$ cat config.mk
export PLATFORM = sky130hd
export DESIGN_NAME = dbg_bridge_top
export DESIGN_NICKNAME = d
export VERILOG_FILES = /design/src/hw/dbg_bus_pkg.sv /design/src/hw/dbg_ctl_pkg.sv /design/src/hw/dbg_apb_target.sv /design/src/hw/dbg_bridge_top.sv /design/src/hw/dbg_fanout.sv /design/src/hw/dbg_reg_bank.sv
export SDC_FILE = /design/constraint.sdc
export NUM_CORES = 1
export LEC_CHECK = 0
export BUFFER_PORTS_ARGS = -buffer_cell sky130_fd_sc_hd__buf_4
export CORE_AREA = 2 2 136 138
export DETAILED_ROUTE_END_ITERATION = 8
export DIE_AREA = 0 0 138 140
export SLEW_MARGIN = 15
export SYNTH_ARGS = -nofsm -noshare
export SYNTH_HDL_FRONTEND = slang
export SYNTH_SLANG_ARGS = --single-unit
$ cat constraint.sdc
create_clock -name clk -period 4 [get_ports clk]
set_clock_uncertainty 0.2 [all_clocks]
set_input_delay 0.2 -clock clk [delete_from_list [all_inputs] [get_ports clk]]
set_output_delay 0.2 -clock clk [all_outputs]
set_load 0.03 [all_outputs]
$ cat src/hw/dbg_bus_pkg.sv
`default_nettype none

package dbg_bus_pkg;

	localparam int DBG_ADDR_W = 8;
	localparam int DBG_DATA_W = 32;

	// Register map, byte addresses
	localparam logic [DBG_ADDR_W-1:0] ADDR_ID       = 8'h00;
	localparam logic [DBG_ADDR_W-1:0] ADDR_RST      = 8'h04;
	localparam logic [DBG_ADDR_W-1:0] ADDR_ANA      = 8'h08;
	localparam logic [DBG_ADDR_W-1:0] ADDR_CDR_GAIN = 8'h0C;
	localparam logic [DBG_ADDR_W-1:0] ADDR_CDR_EXT  = 8'h10;
	localparam logic [DBG_ADDR_W-1:0] ADDR_PRBS     = 8'h14;
	localparam logic [DBG_ADDR_W-1:0] ADDR_COMMIT   = 8'h18;
	localparam logic [DBG_ADDR_W-1:0] ADDR_PHASE    = 8'h20;
	localparam logic [DBG_ADDR_W-1:0] ADDR_PRBS_ERR = 8'h24;

	localparam logic [DBG_DATA_W-1:0] ID_VALUE = 32'h5EA1_0001;

	// COMMIT register bits
	localparam int COMMIT_UPDATE_BIT  = 0;
	localparam int COMMIT_CAPTURE_BIT = 1;

	typedef enum logic [1:0] {
		OP_NONE,
		OP_READ,
		OP_WRITE
	} dbg_op_e;

	typedef enum logic [1:0] {
		PH_IDLE,
		PH_SETUP,
		PH_ACCESS
	} apb_phase_e;

	typedef struct packed {
		logic                  psel;
		logic                  penable;
		logic                  pwrite;
		logic [DBG_ADDR_W-1:0] paddr;
		logic [DBG_DATA_W-1:0] pwdata;
	} apb_req_t;

	typedef struct packed {
		logic                  pready;
		logic                  pslverr;
		logic [DBG_DATA_W-1:0] prdata;
	} apb_rsp_t;

	typedef struct packed {
		dbg_op_e               op;
		logic [DBG_ADDR_W-1:0] addr;
		logic [DBG_DATA_W-1:0] wdata;
	} reg_req_t;

	typedef struct packed {
		logic [DBG_DATA_W-1:0] rdata;
		logic                  err;
	} reg_rsp_t;

endpackage

`default_nettype wire

$ cat src/hw/dbg_ctl_pkg.sv
`default_nettype none

package dbg_ctl_pkg;

	// Analog front end field widths
	localparam int DCDL_W      = 8;
	localparam int INBUF_DIV_W = 3;

	// CDR loop field widths
	localparam int KP_W     = 4;
	localparam int KI_W     = 4;
	localparam int PI_CTL_W = 9;
	localparam int PHASE_W  = 16;

	// PRBS checker field widths
	localparam int PRBS_MODE_W = 2;
	localparam int PRBS_INIT_W = 16;
	localparam int ERR_CNT_W   = 32;

	// Block reset distribution
	localparam int NUM_BLK_RST = 3;
	localparam int SYNC_STAGES = 2;

	// Fields listed MSB first so each struct lines up with its register
	typedef struct packed {
		logic [INBUF_DIV_W-1:0] inbuf_ndiv;
		logic                   en_biasgen;
		logic [DCDL_W-1:0]      dcdl_code;
	} ana_ctl_t;

	typedef struct packed {
		logic                en_ext_pi_ctl;
		logic [PI_CTL_W-1:0] ext_pi_ctl;
		logic [KI_W-1:0]     ki;
		logic [KP_W-1:0]     kp;
	} cdr_ctl_t;

	typedef struct packed {
		logic [PRBS_INIT_W-1:0] init_val;
		logic [PRBS_MODE_W-1:0] mode;
	} prbs_ctl_t;

	typedef struct packed {
		logic [PHASE_W-1:0] phase_est;
	} cdr_sts_t;

	typedef struct packed {
		logic [ERR_CNT_W-1:0] err_cnt;
	} prbs_sts_t;

	// All active low, int_rstb in bit 0
	typedef struct packed {
		logic prbs_rstb;
		logic cdr_rstb;
		logic int_rstb;
	} blk_rst_t;

	typedef struct packed {
		ana_ctl_t  ana;
		cdr_ctl_t  cdr;
		prbs_ctl_t prbs;
	} active_cfg_t;

	localparam blk_rst_t RST_DEFAULT = 3'b111;

endpackage

`default_nettype wire

$ cat src/hw/dbg_apb_target.sv
`default_nettype none

module dbg_apb_target
	import dbg_bus_pkg::*;
(
	input  wire logic     clk,
	input  wire logic     arst_n_i,
	input  wire apb_req_t apb_req_i,
	output apb_rsp_t      apb_rsp_o,
	output reg_req_t      reg_req_o,
	input  wire reg_rsp_t reg_rsp_i
);

	apb_phase_e phase_q;
	apb_phase_e cur_phase;
	dbg_op_e    op;
	logic       access;

	// Phase of the current cycle, ACCESS only directly after SETUP
	always_comb begin
		if (!apb_req_i.psel) begin
			cur_phase = PH_IDLE;
		end else if (!apb_req_i.penable) begin
			cur_phase = PH_SETUP;
		end else if (phase_q == PH_SETUP) begin
			cur_phase = PH_ACCESS;
		end else begin
			// Enable without a preceding setup is ignored
			cur_phase = PH_IDLE;
		end
	end

	always_ff @(posedge clk or negedge arst_n_i) begin
		if (!arst_n_i) begin
			phase_q <= PH_IDLE;
		end else begin
			phase_q <= cur_phase;
		end
	end

	assign access = (cur_phase == PH_ACCESS);

	always_comb begin
		if (!access) begin
			op = OP_NONE;
		end else if (apb_req_i.pwrite) begin
			op = OP_WRITE;
		end else begin
			op = OP_READ;
		end
	end

	// One request per ACCESS cycle
	assign reg_req_o.op    = op;
	assign reg_req_o.addr  = apb_req_i.paddr;
	assign reg_req_o.wdata = apb_req_i.pwdata;

	// No wait states, the bank answers in the same cycle
	assign apb_rsp_o.pready  = access;
	assign apb_rsp_o.pslverr = access & reg_rsp_i.err;
	assign apb_rsp_o.prdata  = access ? reg_rsp_i.rdata : '0;

endmodule

`default_nettype wire

$ cat src/hw/dbg_bridge_top.sv
`default_nettype none

module dbg_bridge_top
	import dbg_bus_pkg::*;
	import dbg_ctl_pkg::*;
(
	input  wire logic      clk,
	input  wire logic      arst_n_i,
	input  wire apb_req_t  apb_req_i,
	output apb_rsp_t       apb_rsp_o,
	input  wire cdr_sts_t  cdr_sts_i,
	input  wire prbs_sts_t prbs_sts_i,
	output ana_ctl_t       ana_ctl_o,
	output cdr_ctl_t       cdr_ctl_o,
	output prbs_ctl_t      prbs_ctl_o,
	output blk_rst_t       blk_rst_o
);

	reg_req_t    reg_req;
	reg_rsp_t    reg_rsp;
	active_cfg_t active_cfg;
	blk_rst_t    rst_ctl;

	// Host port
	dbg_apb_target i_dbg_apb_target (
		.clk       (clk),
		.arst_n_i  (arst_n_i),
		.apb_req_i (apb_req_i),
		.apb_rsp_o (apb_rsp_o),
		.reg_req_o (reg_req),
		.reg_rsp_i (reg_rsp)
	);

	dbg_reg_bank i_dbg_reg_bank (
		.clk          (clk),
		.arst_n_i     (arst_n_i),
		.reg_req_i    (reg_req),
		.reg_rsp_o    (reg_rsp),
		.cdr_sts_i    (cdr_sts_i),
		.prbs_sts_i   (prbs_sts_i),
		.active_cfg_o (active_cfg),
		.rst_ctl_o    (rst_ctl)
	);

	// Controls and resets toward front end, CDR and PRBS
	dbg_fanout i_dbg_fanout (
		.clk          (clk),
		.arst_n_i     (arst_n_i),
		.active_cfg_i (active_cfg),
		.rst_ctl_i    (rst_ctl),
		.ana_ctl_o    (ana_ctl_o),
		.cdr_ctl_o    (cdr_ctl_o),
		.prbs_ctl_o   (prbs_ctl_o),
		.blk_rst_o    (blk_rst_o)
	);

endmodule

`default_nettype wire

$ cat src/hw/dbg_fanout.sv
`default_nettype none

module dbg_fanout
	import dbg_ctl_pkg::*;
(
	input  wire logic        clk,
	input  wire logic        arst_n_i,
	input  wire active_cfg_t active_cfg_i,
	input  wire blk_rst_t    rst_ctl_i,
	output ana_ctl_t         ana_ctl_o,
	output cdr_ctl_t         cdr_ctl_o,
	output prbs_ctl_t        prbs_ctl_o,
	output blk_rst_t         blk_rst_o
);

	blk_rst_t               gated_rst;
	logic [NUM_BLK_RST-1:0] raw_rstb;
	logic [NUM_BLK_RST-1:0] sync_rstb;

	// Per-block controls
	assign ana_ctl_o  = active_cfg_i.ana;
	assign cdr_ctl_o  = active_cfg_i.cdr;
	assign prbs_ctl_o = active_cfg_i.prbs;

	// Internal reset also holds the CDR and PRBS blocks
	assign gated_rst.int_rstb  = rst_ctl_i.int_rstb;
	assign gated_rst.cdr_rstb  = rst_ctl_i.int_rstb & rst_ctl_i.cdr_rstb;
	assign gated_rst.prbs_rstb = rst_ctl_i.int_rstb & rst_ctl_i.prbs_rstb;

	assign raw_rstb = gated_rst;

	// Assert asynchronously, release through a two-flop synchronizer
	for (genvar i = 0; i < NUM_BLK_RST; i++) begin : g_rst_sync
		logic                   blk_arst_n;
		logic [SYNC_STAGES-1:0] sync_q;

		assign blk_arst_n = arst_n_i & raw_rstb[i];

		always_ff @(posedge clk or negedge blk_arst_n) begin
			if (!blk_arst_n) begin
				sync_q <= '0;
			end else begin
				sync_q <= {sync_q[SYNC_STAGES-2:0], 1'b1};
			end
		end

		assign sync_rstb[i] = sync_q[SYNC_STAGES-1];
	end

	assign blk_rst_o = sync_rstb;

endmodule

`default_nettype wire

$ cat src/hw/dbg_reg_bank.sv
`default_nettype none

module dbg_reg_bank
	import dbg_bus_pkg::*;
	import dbg_ctl_pkg::*;
(
	input  wire logic      clk,
	input  wire logic      arst_n_i,
	input  wire reg_req_t  reg_req_i,
	output reg_rsp_t       reg_rsp_o,
	input  wire cdr_sts_t  cdr_sts_i,
	input  wire prbs_sts_t prbs_sts_i,
	output active_cfg_t    active_cfg_o,
	output blk_rst_t       rst_ctl_o
);

	active_cfg_t           shadow_q;
	active_cfg_t           active_q;
	blk_rst_t              rst_q;
	cdr_sts_t              cdr_cap_q;
	prbs_sts_t             prbs_cap_q;
	logic                  rd_en;
	logic                  wr_en;
	logic                  rd_ok;
	logic                  wr_ok;
	logic                  wr_go;
	logic [DBG_DATA_W-1:0] rdata;

	assign rd_en = (reg_req_i.op == OP_READ);
	assign wr_en = (reg_req_i.op == OP_WRITE);
	assign wr_go = wr_en & wr_ok;

	// Address decode and read data
	always_comb begin
		rdata = '0;
		rd_ok = 1'b1;
		wr_ok = 1'b1;
		case (reg_req_i.addr)
			ADDR_ID: begin
				rdata = ID_VALUE;
				wr_ok = 1'b0;
			end
			ADDR_RST: begin
				rdata[NUM_BLK_RST-1:0] = rst_q;
			end
			ADDR_ANA: begin
				rdata[$bits(ana_ctl_t)-1:0] = shadow_q.ana;
			end
			ADDR_CDR_GAIN: begin
				rdata[3:0] = shadow_q.cdr.kp;
				rdata[7:4] = shadow_q.cdr.ki;
			end
			ADDR_CDR_EXT: begin
				rdata[8:0] = shadow_q.cdr.ext_pi_ctl;
				rdata[16]  = shadow_q.cdr.en_ext_pi_ctl;
			end
			ADDR_PRBS: begin
				rdata[1:0]   = shadow_q.prbs.mode;
				rdata[31:16] = shadow_q.prbs.init_val;
			end
			ADDR_COMMIT: begin
				// Write-only strobes, reads return zero
				rdata = '0;
			end
			ADDR_PHASE: begin
				rdata[PHASE_W-1:0] = cdr_cap_q.phase_est;
				wr_ok = 1'b0;
			end
			ADDR_PRBS_ERR: begin
				rdata = prbs_cap_q.err_cnt;
				wr_ok = 1'b0;
			end
			default: begin
				rd_ok = 1'b0;
				wr_ok = 1'b0;
			end
		endcase
	end

	assign reg_rsp_o.rdata = rd_en ? rdata : '0;
	assign reg_rsp_o.err   = (rd_en & ~rd_ok) | (wr_en & ~wr_ok);

	always_ff @(posedge clk or negedge arst_n_i) begin
		if (!arst_n_i) begin
			shadow_q   <= '0;
			active_q   <= '0;
			rst_q      <= RST_DEFAULT;
			cdr_cap_q  <= '0;
			prbs_cap_q <= '0;
		end else if (wr_go) begin
			case (reg_req_i.addr)
				ADDR_RST: begin
					rst_q <= reg_req_i.wdata[NUM_BLK_RST-1:0];
				end
				ADDR_ANA: begin
					shadow_q.ana <= reg_req_i.wdata[$bits(ana_ctl_t)-1:0];
				end
				ADDR_CDR_GAIN: begin
					shadow_q.cdr.kp <= reg_req_i.wdata[3:0];
					shadow_q.cdr.ki <= reg_req_i.wdata[7:4];
				end
				ADDR_CDR_EXT: begin
					shadow_q.cdr.ext_pi_ctl    <= reg_req_i.wdata[8:0];
					shadow_q.cdr.en_ext_pi_ctl <= reg_req_i.wdata[16];
				end
				ADDR_PRBS: begin
					shadow_q.prbs.mode     <= reg_req_i.wdata[1:0];
					shadow_q.prbs.init_val <= reg_req_i.wdata[31:16];
				end
				ADDR_COMMIT: begin
					if (reg_req_i.wdata[COMMIT_UPDATE_BIT]) begin
						active_q <= shadow_q;
					end
					// Snapshot of block status at the commit edge
					if (reg_req_i.wdata[COMMIT_CAPTURE_BIT]) begin
						cdr_cap_q  <= cdr_sts_i;
						prbs_cap_q <= prbs_sts_i;
					end
				end
				default: begin
				end
			endcase
		end
	end

	assign active_cfg_o = active_q;
	assign rst_ctl_o    = rst_q;

endmodule

`default_nettype wire

==> results of run 1 <==
## what timing repair did
| item | 4_1_cts | 5_1_grt |
|---|---|---|
| hold buffers | 79 | 0 |
| buffers inserted | 0 | 0 |
| endpoints found under the hold margin | 182 | 0 |
## critical path, cell delays in order (launching register included)
cell	delay, ns
dfrtp_1	0.35
nand4b_1	0.36
inv_1	0.27
nand2_1	0.65
a21oi_1	0.42
buf_4	0.22
## report_power, final
part           leakage, nW  internal, mW  switching (mW)  total [mW]
logic                 2.53         0.125           0.103       0.228
clock network        0.273         0.940           0.656        1.60
registers             2.15          1.58         0.00339        1.58
## logic make-up (layout without fill, tap and decap cells)
| family | Yosys count | in the layout | synth area share (%) |
|---|---|---|---|
| compound gates | 75 | 75 | 7.71 |
| buf+inv | 41 | 301 | 3.10 |
| other cells | 1 | 3 | 0.0535 |
| xor+xnor | 1 | 1 | 0.125 |
| simple gates | 88 | 88 | 7.44 |
| flops | 155 | 155 | 55.4 |
| mux | 150 | 150 | 26.2 |
## area by class of cell
class / instances / area, um^2 / area share, %
inverter: 4 / 15.0 / 0.151
clock buffer: 19 / 443 / 4.47
tap: 229 / 287 / 2.89
clock inverter: 12 / 139 / 1.40
sequential: 155 / 3880 / 39.2
multi-input combinational: 317 / 2940 / 29.6
timing repair buffer: 266 / 2210 / 22.3
## cell usage after synthesis (5+ instances only)
cell type / n / share of area [%]
a22o_1: 8 / 1.0
buf_4: 6 / 0.64
nor3b_1: 5 / 0.54
nor2b_1: 5 / 0.45
nor2_1: 20 / 1.1
a22oi_1: 27 / 2.9
a21oi_1: 15 / 1.1
o21ai_0: 5 / 0.36
nand3_1: 7 / 0.50
nand2_1: 14 / 0.75
buf_2: 7 / 0.50
dfrtp_1: 152 / 54
mux2_2: 108 / 17
mux2_4: 40 / 8.6
clkbuf_1: 18 / 0.96
and3_1: 8 / 0.71
## metrics by stage
step	instance area, um^2	cells
floorplan	7020	513
global placement	8540	892
detailed placement	8540	892
CTS	9910	1002
finish	9910	1002
global route	9910	1002
## flip-flops by register name (all words and copies together) (netlist names)
signal / count
i_dbg_reg_bank.prbs_cap_q: 32
i_dbg_reg_bank.cdr_cap_q: 16
i_dbg_reg_bank.shadow_q: 48
i_dbg_reg_bank.rst_ctl_o: 3
i_dbg_apb_target.phase_q: 2
i_dbg_reg_bank.active_cfg_o: 48
i_dbg_fanout.g_rst_sync.sync_q: 6
## final timing paths
kind                                                                        to  slack, ns  cells after the start
min in group asynchronous       i_dbg_fanout.g_rst_sync[2].sync_q[1]$_DFF_PN0_       0.18                      1
max in group asynchronous       i_dbg_fanout.g_rst_sync[2].sync_q[0]$_DFF_PN0_       2.38                      4
worst min-delay path                     i_dbg_apb_target.phase_q[1]$_DFF_PN0_       0.08                      3
worst min register to register  i_dbg_fanout.g_rst_sync[2].sync_q[1]$_DFF_PN0_       0.14                      0
worst max-delay path                                             apb_rsp_o[26]       0.90                      5
worst max register to register         i_dbg_reg_bank.shadow_q[26]$_DFFE_PN0P_       1.47                      6
## layer usage
layer	wire [um]	part of all wire, %	GRT usage (%)	vias up
met3	1120	5.8	5.71	30
li1	-	-	-	2371
met2	9490	49	33.7	164
met5	0	0	0	-
met1	8250	43	25.8	2676
met4	393	2.0	6.87	0
==> results.ini, run 1 <==
[clock_tree]
cts_tree=built
htreeDepth=4
numCtsBuffers=17
path_clk_slew_ns=0.06
cts-resized-gates=0
cts-root-buf=clkbuf_16
insertion_delay_ns=0.42
clock_sinks=155
clockBufferDepth=2

[route]
initialDrtViolationCount=326
drt_pass1_iterations=4
ant_nets=0
vias_per_cell=5.23
routed_wl_um=19200
vias=5241
wl_per_cell_um=19.2
route.detailed.drc=0

[synth]
ys_warn_count=0
synth_ff_type=dfrtp_1
syn_inst=511
synth_edf_count=0
synth_cell_type_count=51
synthArstFlopShare_pct=100
synth_seq_cells=155
ys_seq_area_share_pct=55.4
syn_avg_cell_area_um2=13.7
syn_area_mm2=0.00701

[layout]
antenna_cells=0
final_cell_mix=buf_4 (185), dfrtp_1 (152), mux2_2 (108)
final_nets=854
syn2layout_area_growth_pct=41.4
final_util_pct=55.8
n_fill_cell=1490
layout_commonest_cell=buf_4
drive_gt1_share_pct=49.2

[die]
fp.dieH_um=140
start_util_pct=39.4
die_area_mm2=0.0193
num_rows=49
die_x_um=138
ios=178
core-area_mm2=0.0178

[worst_setup_path]
worstSetupStartpointType=flop
critPathKind=flop to output pin
endpoint_kind=output pin
worst_ep_required_time_ns=3.60
cp-startpoint=i_dbg_apb_target.phase_q[1]$_DFF_PN0_
rr_startpoint=i_dbg_apb_target.phase_q[1]$_DFF_PN0_
path_max_fanout=24
worstPathArrival_ns=2.70

[grt]
grt_pass1_wl_um=31000
overflow=0
grt_max_degree=84
grt_pass1_vias=5766
antenna_found_initial=0
track_usage_pct=20.3

[sta]
slew_viol_final=0
rsz0062_at_grt=false
fin_setup_tns_ns=0
tightest_slew_ns=1.06
fin_crit_ns=3.10
fmax_ghz=0.322
hold_violations=0
finalCritPeriodShare_pct=77.5
whs_ns=0.0763
setup_slack_ns=0.899
max-slew-margin-rel_pct=29.0
setup_viol=0

[pwr]
p_leak_nw=4.95
vdd_ir_drop_max_mv=0.288
pwr_density_cell_mw_per_mm2=343
fin_total_pwr_mw=3.40

[place]
place_congestion=0.887
dp.final_hpwl_um=12900
dp_slack_ns=1.12
io_buffers=173

[min_path]
hp-class=input port to flop
hold_start=apb_req_i[42]

[run_status]
outcome=finished, final reports clean

[run]
max-cap-violations=0

(Power assumes the default switching activity.)
==> inputs of run 2 (changes only) <==
==> constraint.sdc (replaced) <==
create_clock -name clk -period 3.2 [get_ports clk]
set_clock_uncertainty 0.2 [all_clocks]
set_input_delay 0.16 -clock clk [delete_from_list [all_inputs] [get_ports clk]]
set_output_delay 0.16 -clock clk [all_outputs]
set_load 0.03 [all_outputs]
==> run 2 against run 1 <==
Compared with the run above:
- design area is 0.14% higher
- global-route usage shrank 0.12 points
- core utilization grew 0.077 points
- combinational power up 26%
- sequential cell count unchanged
- sequential power increased by 25%
- worst setup slack lost 0.55 ns
==> results.ini, run 2 (synthesis gave the netlist of run 1 again) <==
[run_status]
outcome=finished, final reports clean

[die]
core-area_mm2=0.0178
die_area_mm2=0.0193
ios=178
start_util_pct=39.4
num_rows=49
fp.dieH_um=140
die_x_um=138

[clock_tree]
numCtsBuffers=17
post_cts_buffers=0
cts-root-buf=clkbuf_16
htreeDepth=4
clockBufferDepth=2
ctsHoldBuffers=79
clock_sinks=155
cts-resized-gates=0
cts_tree=built
path_clk_slew_ns=0.06
insertion_delay_ns=0.41

[pwr]
p_leak_nw=4.96
pwr_density_cell_mw_per_mm2=414
vdd_ir_drop_max_mv=0.375

[layout]
drive_gt1_share_pct=49.6
layout_commonest_cell=buf_4
final_cell_mix=buf_4 (187), dfrtp_1 (152), mux2_2 (108)
fin_cells=1007
antenna_cells=0
syn2layout_area_growth_pct=41.6
final_nets=858

[worst_setup_path]
endpoint_kind=output pin
crit_top_cell=buf_4
path_delay_family=buffers and inverters
cp_slowest_cell=nand4b_1
timing.critical_path.cells=nand4b_1, inv_1, nand2_1, buf_4, a21oi_1, buf_4
critPathBufInv=3
worstPathArrival_ns=2.49
critPathKind=flop to output pin
worstSetupStartpointType=flop
slowest_delay_ns=0.37
path_max_fanout=15
worst_ep_required_time_ns=2.84

[place]
dpl.cell_count=896
dp.final_hpwl_um=13200
io_buffers=173
place_congestion=0.860

[grt]
track_usage_pct=20.2
grt_pass1_vias=5609
overflow=0
grt_max_degree=83
grt_pass1_wl_um=30800
antenna_found_initial=0

[route]
wl_met1_um=8120
ant_nets=0
drt_pass1_iterations=4
wl_per_cell_um=19.0
vias_per_cell=5.24
top_layer_used=met4
route.met3.wl_um=1000
routed_wl_um=19100
initialDrtViolationCount=233
vias=5274
route.detailed.drc=0
wl_met2_um=9650

[sta]
rsz0062_at_grt=false
fin_setup_tns_ns=0
max-slew-margin-rel_pct=48.4
tightest_slew_ns=0.768
fin_crit_ns=2.85
hold_violations=0
setup_viol=0
slew_viol_final=0
finalCritPeriodShare_pct=89.1
fmax_ghz=0.351

[run]
max-cap-violations=0

[min_path]
hp-class=input port to flop

run 2: metrics by stage:
stage               cell area, um^2  worst slack (ns)  hold slack [ns]  util, %  total power, mW
finish                         9930             0.348           0.0352     55.8             4.11
global route                   9930             0.234           0.0557     55.8             4.28
CTS                            9930             0.349          0.00131     55.8             4.16
detailed placement             8600             0.627           0.0551     48.3             2.22
global placement               8600             0.620           0.0540     48.3             2.22
floorplan                      7020             0.781           -0.336        -             2.06
run 2: metal layers:
metal | global-route usage (%) | vias up
li1 | - | 2390
met1 | 26.1 | 2676
met2 | 33.5 | 184
met3 | 4.48 | 24
met4 | 7.57 | 0
met5 | 0 | -
run 2: worst register-to-register path, delay by kind of cell (launching register included):
| family | cells | cell delay (ns) |
|---|---|---|
| buffers and inverters | 2 | 0.56 |
| DFF | 1 | 0.36 |
| muxes | 1 | 0.36 |
| and+or+nand+nor | 3 | 0.91 |
run 2: cell type report:
cell class / instances / area [um^2]
Clock buffer: 17 / 425
Clock inverter: 15 / 115
Fill cell: 1534 / 7850
Inverter: 4 / 15.0
Multi-Input combinational cell: 317 / 2940
Sequential cell: 155 / 3880
Tap cell: 229 / 287
Timing Repair Buffer: 270 / 2270
run 2: path summary, 6_finish.rpt:
kind | depth (start not counted) | slack [ns] | end | startpoint
max | 6 | 0.35 | apb_rsp_o[21] | i_dbg_apb_target.phase_q[1]$_DFF_PN0_
min | 3 | 0.04 | i_dbg_apb_target.phase_q[1]$_DFF_PN0_ | apb_req_i[42]
max reg2reg | 6 | 0.71 | i_dbg_reg_bank.shadow_q[26]$_DFFE_PN0P_ | i_dbg_apb_target.phase_q[1]$_DFF_PN0_
min reg2reg | 0 | 0.15 | i_dbg_fanout.g_rst_sync[1].sync_q[1]$_DFF_PN0_ | i_dbg_fanout.g_rst_sync[1].sync_q[0]$_DFF_PN0_
max in group asynchronous | 3 | 1.84 | i_dbg_reg_bank.cdr_cap_q[4]$_DFFE_PN0P_ | arst_n_i
min in group asynchronous | 2 | 0.14 | i_dbg_reg_bank.cdr_cap_q[11]$_DFFE_PN0P_ | arst_n_i
run 2: power by group:
group	total (mW)	switching, mW	internal, mW
clock network	1.85	0.849	1.00
logic	0.288	0.129	0.159
registers	1.97	0.00420	1.97
total	4.11	0.983	3.13
